## src/design/bpParamPkg.sv

```systemverilog
// Branch predictor geometry: address width, slot layout, counter format
package bpParamPkg;

    // ------------------------------------------------------------
    // Address and fetch block
    // ------------------------------------------------------------
    // Fetch and branch address width
    localparam int addrWidth = 32;

    // Instruction slots per fetch block
    localparam int slotCount = 4;
    localparam int slotBits  = $clog2(slotCount);

    // Slot number sits in address bits 3:2
    localparam int slotLsb   = 2;

    // First hash field starts right above the slot bits
    localparam int indexLsb  = slotLsb + slotBits;

    // ------------------------------------------------------------
    // Counter table
    // ------------------------------------------------------------
    localparam int ctrWidth          = 2;
    // Weakly taken
    localparam int ctrResetValue     = 2;
    localparam int defaultEntryCount = 256;

endpackage

```

## src/design/bpTypesPkg.sv

```systemverilog
// Branch predictor types: repair action encoding and counter values
package bpTypesPkg;

    // ------------------------------------------------------------
    // Table action sent back by the functional unit
    // ------------------------------------------------------------
    // Only phtRepair and phtDirect write a counter
    typedef enum logic [1:0] {
        phtNone   = 2'd0,
        phtRepair = 2'd1,
        phtDirect = 2'd2,
        phtOther  = 2'd3
    } phtAction_e;

    // ------------------------------------------------------------
    // Counter and slot values
    // ------------------------------------------------------------
    // Two-bit saturating counter, also the checkpoint
    typedef logic [bpParamPkg::ctrWidth-1:0] counter_t;

    // Slot number inside a fetch block, selects the bank
    typedef logic [bpParamPkg::slotBits-1:0] slot_t;

    // Saturation limits
    localparam counter_t ctrMax = '1;
    localparam counter_t ctrMin = '0;

    // Upper counter bit gives the direction
    localparam int ctrTakeBit = bpParamPkg::ctrWidth - 1;

endpackage

```

## src/design/phtWriteIf.sv

```systemverilog
// PHT write port: one registered counter write from update stage to table
`timescale 1ns/1ps

interface phtWriteIf #(
    parameter int entryCount = bpParamPkg::defaultEntryCount
);
    import bpTypesPkg::*;

    localparam int idxWidth = $clog2(entryCount);

    // Write strobe, no handshake
    logic                wen;
    // Target slot bank
    slot_t               bank;
    // Hashed entry index inside the bank
    logic [idxWidth-1:0] index;
    // Saturated counter to store
    counter_t            nextCtr;

    // Update stage side
    modport source (
        output wen,
        output bank,
        output index,
        output nextCtr
    );

    // Table side
    modport sink (
        input wen,
        input bank,
        input index,
        input nextCtr
    );

endinterface

```

## src/design/phtUpdateStage.sv

```systemverilog
// PHT update stage: registers a resolved branch as one saturated counter write
`timescale 1ns/1ps

module phtUpdateStage #(
    parameter int entryCount = bpParamPkg::defaultEntryCount
) (
    input  logic                             clk,
    input  logic                             rst,
    input  logic                             needRepair_i,
    input  bpTypesPkg::phtAction_e           action_i,
    input  bpTypesPkg::counter_t             checkPoint_i,
    input  logic [bpParamPkg::addrWidth-1:0] branchPc_i,
    input  logic                             taken_i,
    phtWriteIf.source                        wr
);
    import bpParamPkg::*;
    import bpTypesPkg::*;

    localparam int idxWidth = $clog2(entryCount);

    logic                writeReq;
    logic [idxWidth-1:0] hashIndex;
    slot_t               slotSel;
    logic                atMax;
    logic                atMin;
    counter_t            ctrNext;

    // ------------------------------------------------------------
    // Request decode
    // ------------------------------------------------------------
    assign writeReq = needRepair_i && (action_i == phtRepair || action_i == phtDirect);

    // Bank from the slot bits, entry from two folded address fields
    assign slotSel   = branchPc_i[slotLsb +: slotBits];
    assign hashIndex = branchPc_i[indexLsb +: idxWidth]
                     ^ branchPc_i[indexLsb + idxWidth +: idxWidth];

    // ------------------------------------------------------------
    // Saturating counter step
    // ------------------------------------------------------------
    // Old value comes from the checkpoint carried with the branch
    assign atMax = taken_i && (checkPoint_i == ctrMax);
    assign atMin = !taken_i && (checkPoint_i == ctrMin);

    always_comb begin
        if (atMax || atMin) begin
            ctrNext = checkPoint_i;
        end else if (taken_i) begin
            ctrNext = counter_t'(checkPoint_i + 1'b1);
        end else begin
            ctrNext = counter_t'(checkPoint_i - 1'b1);
        end
    end

    // ------------------------------------------------------------
    // Output register
    // ------------------------------------------------------------
    always_ff @(posedge clk) begin
        if (!rst) begin
            wr.wen <= 1'b0;
        end else begin
            wr.wen <= writeReq;
        end
    end

    // Payload only matters while wen is high
    always_ff @(posedge clk) begin
        wr.bank    <= slotSel;
        wr.index   <= hashIndex;
        wr.nextCtr <= ctrNext;
    end

endmodule

```

## src/flat_wrapper.sv

```systemverilog
// flat-port wrapper written by rule: the top's interface ports become plain ports
module phtUpdateStage_flat import bpParamPkg::*; import bpTypesPkg::*;
#(
    parameter int entryCount = bpParamPkg::defaultEntryCount
)
  (clk, rst, needRepair_i, action_i, checkPoint_i, branchPc_i, taken_i, wr_wen, wr_bank, wr_index, wr_nextCtr);
  phtWriteIf #(.entryCount(entryCount)) wr_i ();
  input  logic clk;
  input  logic rst;
  input  logic needRepair_i;
  input  bpTypesPkg::phtAction_e action_i;
  input  bpTypesPkg::counter_t checkPoint_i;
  input  logic [bpParamPkg::addrWidth-1:0] branchPc_i;
  input  logic taken_i;
  output wire logic [$bits(wr_i.wen)-1:0] wr_wen;
  output wire logic [$bits(wr_i.bank)-1:0] wr_bank;
  output wire logic [$bits(wr_i.index)-1:0] wr_index;
  output wire logic [$bits(wr_i.nextCtr)-1:0] wr_nextCtr;
  assign wr_wen = wr_i.wen;
  assign wr_bank = wr_i.bank;
  assign wr_index = wr_i.index;
  assign wr_nextCtr = wr_i.nextCtr;
  phtUpdateStage #(.entryCount(entryCount)) u_core (.clk(clk), .rst(rst), .needRepair_i(needRepair_i), .action_i(action_i), .checkPoint_i(checkPoint_i), .branchPc_i(branchPc_i), .taken_i(taken_i), .wr(wr_i));
endmodule
```

## config.mk

```make
export PLATFORM = sky130hd
export DESIGN_NAME = phtUpdateStage_flat
export DESIGN_NICKNAME = d
export VERILOG_FILES = /design/src/design/bpParamPkg.sv /design/src/design/bpTypesPkg.sv /design/src/design/phtWriteIf.sv /design/src/design/phtUpdateStage.sv /design/src/flat_wrapper.sv
export SDC_FILE = /design/constraint.sdc
export NUM_CORES = 1
export LEC_CHECK = 0
export BUFFER_PORTS_ARGS = -buffer_cell sky130_fd_sc_hd__buf_2
export CAP_MARGIN = 40
export CORE_UTILIZATION = 25
export DETAILED_ROUTE_END_ITERATION = 16
export HOLD_SLACK_MARGIN = 0.03
export PLACE_DENSITY = 0.67
export SLEW_MARGIN = 15
export SYNTH_ARGS = -nofsm -noshare
export SYNTH_HDL_FRONTEND = slang
export SYNTH_SLANG_ARGS = --single-unit
```

## constraint.sdc

```tcl
create_clock -name clk -period 0.8 [get_ports clk]
set_input_delay 0 -clock clk [delete_from_list [all_inputs] [get_ports clk]]
set_output_delay 0 -clock clk [all_outputs]
set_load 0.01 [all_outputs]
```

# After elaboration in Yosys (flattened, before gate mapping)
# Index checks and enable logic that the tools add are counted.
totals:
  regBits: 13
  word_cells: 19
  out_inout_bits: 13
  inputBits: 40
classes:
  reduce_logical: 7
  n_bitwise: 1
  addsub: 2
  muxes: 2
  n_eq_ne: 3
ops:
  columns: ["op", "n"]
  rows:
  - ["bitwise XOR 8 bit", 1]
  - ["== test 2 bit, second input constant", 2]
  - ["2-to-1 mux 2 bit", 2]
  - ["logical AND 1 bit", 3]
  - ["adder 2 x 1 -> 2 bit, second input constant", 1]
  - ["== test 2 x 1 -> 1 bit, second input constant", 1]
  - ["logical NOT 2 bit", 1]
  - ["logical OR 1 bit", 2]
  - ["subtractor 2 x 1 -> 2 bit, second input constant", 1]
  - ["logical NOT 1 bit", 1]

# Logic depth before layout (Yosys ltp)
depth:
  ltp_word: 4
  mapped_depth: 3
  mapped_depth_nobuf: 3

# Worst setup path before layout
# No wires, ideal clock.
synth_path:
  path_kind: "input to register"
  start: "input checkPoint_i[0]"
  end: "register u_core.wr.nextCtr[1]"
  n_path_buf: 0
  setup_time_ns: 0.057
  slack_ns: 0.251
  arrival_ns: 0.492
  required_time_ns: 0.743
  path_stages: 3
  path_cell_list: "inv_1 fa_1 inv_1"
synth_between:
  elab_chain_len: 4
  word_cells_on_any_way: 9
  cone_classes: "add/sub (2); eq/ne (1); mux (2); reduce/logical (4)"
synth_rtl:
  columns: ["element", "line_no", "source"]
  rows:
  - ["from (decl)", "flat_wrapper.sv:12", "input bpTypesPkg::counter_t checkPoint_i;"]
  - ["parallel branches: the longest is 3 deep, another holds subtractor 2 x 1 -> 2 bit", null, null]
  - ["2-to-1 mux 2 bit *", "phtUpdateStage.sv:46", "if (atMax || atMin) begin"]
  - ["net u_core.ctrNext[1]", "phtUpdateStage.sv:26", "counter_t ctrNext;"]
  - ["to (signal assigned)", "phtUpdateStage.sv:70", "wr.nextCtr <= ctrNext;"]
  - ["to (decl)", "phtWriteIf.sv:25", "output nextCtr"]
# Mark *: on every way through the listed nets, which the timed path passes.
# A chain may end at the register's enable or synchronous reset.

# Final worst setup path
layout_path:
  start: "input checkPoint_i[1]"
  end: "register u_core.wr.nextCtr[0]"
layout_between:
  elab_chain_len: 4
  word_cells_on_any_way: 6
  cone_classes: "eq/ne (1); mux (1); reduce/logical (4)"
layout_rtl:
  columns: ["element", "line_no"]
  rows:
  - ["== test 2 bit / logical NOT 2 bit (equally long branches)", "phtUpdateStage.sv:42, phtUpdateStage.sv:43"]
  - ["logical AND 1 bit (on tied branches)", "phtUpdateStage.sv:42, phtUpdateStage.sv:43"]
  - ["logical OR 1 bit *", "phtUpdateStage.sv:46"]
  - ["2-to-1 mux 2 bit *", "phtUpdateStage.sv:46"]
  - ["net u_core.ctrNext[0]", "phtUpdateStage.sv:26"]
# Mark *: on every way through the listed nets, which the timed path passes. The rest lies on a longest branch.

==> summary.md <==
| Metric | Value |
|---|---|
| Outcome | `complete, but fails checks` |
| Failing checks | `setup timing` |
| Count of max-cap constraint violations | `0` |
| CTS Sinks | `13` |
| Routed len/inst | `10.2 um` |
| Area contributors post-synth | `dfxtp_1 (66%), xor2_1 (20%), fa_1 (5.1%)` |
| CP endpoint kind | `flop` |
| Slew Limit Fails | `0` |
| GRT Util Overall | `12.9%` |
| Nets | `134` |
| RSZ-0062 raised after global routing | `no` |
| Post-Syn Instances | `29` |
| Worst VDD drop | `0.886 mV` |
| Clock buffer count from CTS | `3` |
| Drt pass-1 iters | `2` |
| H-Tree Depth | `1` |
| Die Ht | `41.6 um` |
| Post-CTS sizing | `0` |
| Cell Rows | `13` |
| Peak fanout along the critical path | `2` |
| Maximum number of pins on one net before global-route repair | `8` |
| Final TNS setup | `-0.000349 ns` |
| DRC errors left | `0` |
| Synth Warn # | `0` |
| Crit path DAT | `0.96 ns` |
| Setup ws final | `-0.000349 ns` |
| Hold EP | `u_core.wr.nextCtr[0]$_DFF_P_` |
| Worst setup path class | `input port to flop` |
| First-pass GRT wire length | `1680 um` |
| Vias in the first global route | `430` |
| Post-synth cell types | `6` |
| Initial core utilization | `28.3%` |
| Hold Startpoint | `taken_i` |
| Final worst-path cycle share | `100%` |
| CP required | `0.96 ns` |
| Routed WL | `1090 um` |
| Boundary Pins | `53` |
| Power Total | `0.00140 W` |
| Share of the synthesized area in the top cell type | `66.5%` |
| Pre-CTS setup slack | `0.149 ns` |
| ANT nets after route | `0` |
| Share of cells above drive strength 1 | `45.7%` |
| Register bit total from synthesis | `13` |
| CTS clock-pin slew for the worst setup and hold paths | `0.08 ns` |
| Worst setup SP type | `input port` |
| Die ar. | `0.00173 mm^2` |
| Post-synth net total | `70` |
| Crit path launch | `checkPoint_i[1]` |
| N_diodes | `0` |
| DR vias/cell | `3.90` |
| Endpoints failing setup | `1` |
| CTS Buffer Depth | `2` |
| Cell taking the most area after synthesis | `dfxtp_1` |
| Synthesis-to-finish area growth | `114%` |
| DIE WIDTH | `41.6 um` |
| Root Driver | `clkbuf_4` |
| Grt total ovfl | `0` |
| Leakage Power | `0.439 nW` |
| Placed wire-length estimate | `579 um` |
| Avg Inst Size Synth | `13.5 um^2` |
| Pwr/cell area | `1670 mW/mm^2` |
| Port Buf Inserts | `38` |
| Achievable frequency | `1250 MHz` |
| Hold Vio Cnt, Final | `0` |
| Via count | `417` |
| Hold crit path type | `input port to flop` |
| Post-Syn Area | `392 um^2` |
| Final min period | `0.800 ns` |
| RePlAce Congestion | `0.590` |
| Worst hold path stage count | `2` |
| Worst-margin pin slew | `0.167 ns` |
| Drt first-iter violations | `1` |
| Core area | `0.00138 mm^2` |
| Slew HR | `88.8%` |
| Seq/Total Area, Yosys | `66.5%` |
| Initial antenna violation count | `0` |
| CTS tree | `yes` |
## cells in the final DEF, fill, tap and decap left out, drive strengths merged
cell type     n
dlygate4sd3  21
buf          38
fa            1
and3          1
xor2          9
maj3          1
dfxtp        13
inv           4
clkbuf        4
## layout make-up
cell class / instances / area [um^2]
well taps: 15 / 18.8
fillers: 113 / 546
flip-flops and latches: 13 / 260
multi-input cells: 12 / 116
repair buffers: 59 / 400
inverters: 4 / 15.0
clock buffers: 4 / 26.3
## worst max path at each step
stage / endpoint / slack (ns) / depth (start not counted)
after floorplan: u_core.wr.nextCtr[1]$_DFF_P_ / 0.25 / 3
after global placement: u_core.wr.nextCtr[1]$_DFF_P_ / 0.16 / 4
after detailed placement: u_core.wr.nextCtr[1]$_DFF_P_ / 0.15 / 4
after CTS: u_core.wr.nextCtr[0]$_DFF_P_ / 0.02 / 3
after global routing: u_core.wr.nextCtr[0]$_DFF_P_ / 0.0008 / 3
final: u_core.wr.nextCtr[0]$_DFF_P_ / -0.0003 / 3
## stage by stage
step | utilization (%) | std cells | hold slack, ns | cell area [um^2]
after global routing | 60.5 | 107 | 0.0351 | 837
after CTS | 61.3 | 108 | 0.0706 | 847
after floorplan | - | 29 | 0.0277 | 392
after global placement | 43.4 | 82 | 0.105 | 601
final | 60.5 | 107 | 0.0237 | 837
after detailed placement | 43.4 | 82 | 0.106 | 601
## critical path: stages
cell	delay [ns]
buf_2	0.10
dlygate4sd3_1	0.55
maj3_2	0.30
## cells in the mapped netlist
library cell  instances
and3_1                1
dfxtp_1              13
fa_1                  1
inv_1                 4
maj3_2                1
xor2_1                9
## where the power goes
| part | switching [W] | internal, W |
|---|---|---|
| Clock | 0.000209 | 0.000193 |
| Sequential | 0.0000146 | 0.000706 |
| Combinational | 0.000107 | 0.000173 |
| Total | 0.000330 | 0.00107 |
## registers in the layout (all words and copies together) (netlist names)
register and cells:
u_core.wr.wen 1, u_core.wr.index 8, u_core.wr.bank 2, u_core.wr.nextCtr 2
## logic make-up (layout without fill, tap and decap cells)
group                    after synthesis  after routing  synth area share, %
XOR/XNOR                               9              9                 20.1
flip-flops                            13             13                 66.5
adder cells (fa/ha/maj)                2              2                 7.99
AND/OR/NAND/NOR                        1              1                 1.60
buffers and inverters                  4             67                 3.83
## timing repair
action,4_1_cts,5_1_grt
hold buffers,22,0
setup buffers,0,0
endpoints found under the hold margin,12,0
endpoints found under the setup margin,0,1
## layer usage
layer	global-route usage [%]	wire, um	vias to the layer above
li1	-	-	210
met1	13.0	406	182
met2	25.0	617	25
met3	2.61	66	0
met4	5.81	0	0
met5	0	0	-
(Power assumes the default switching activity.)
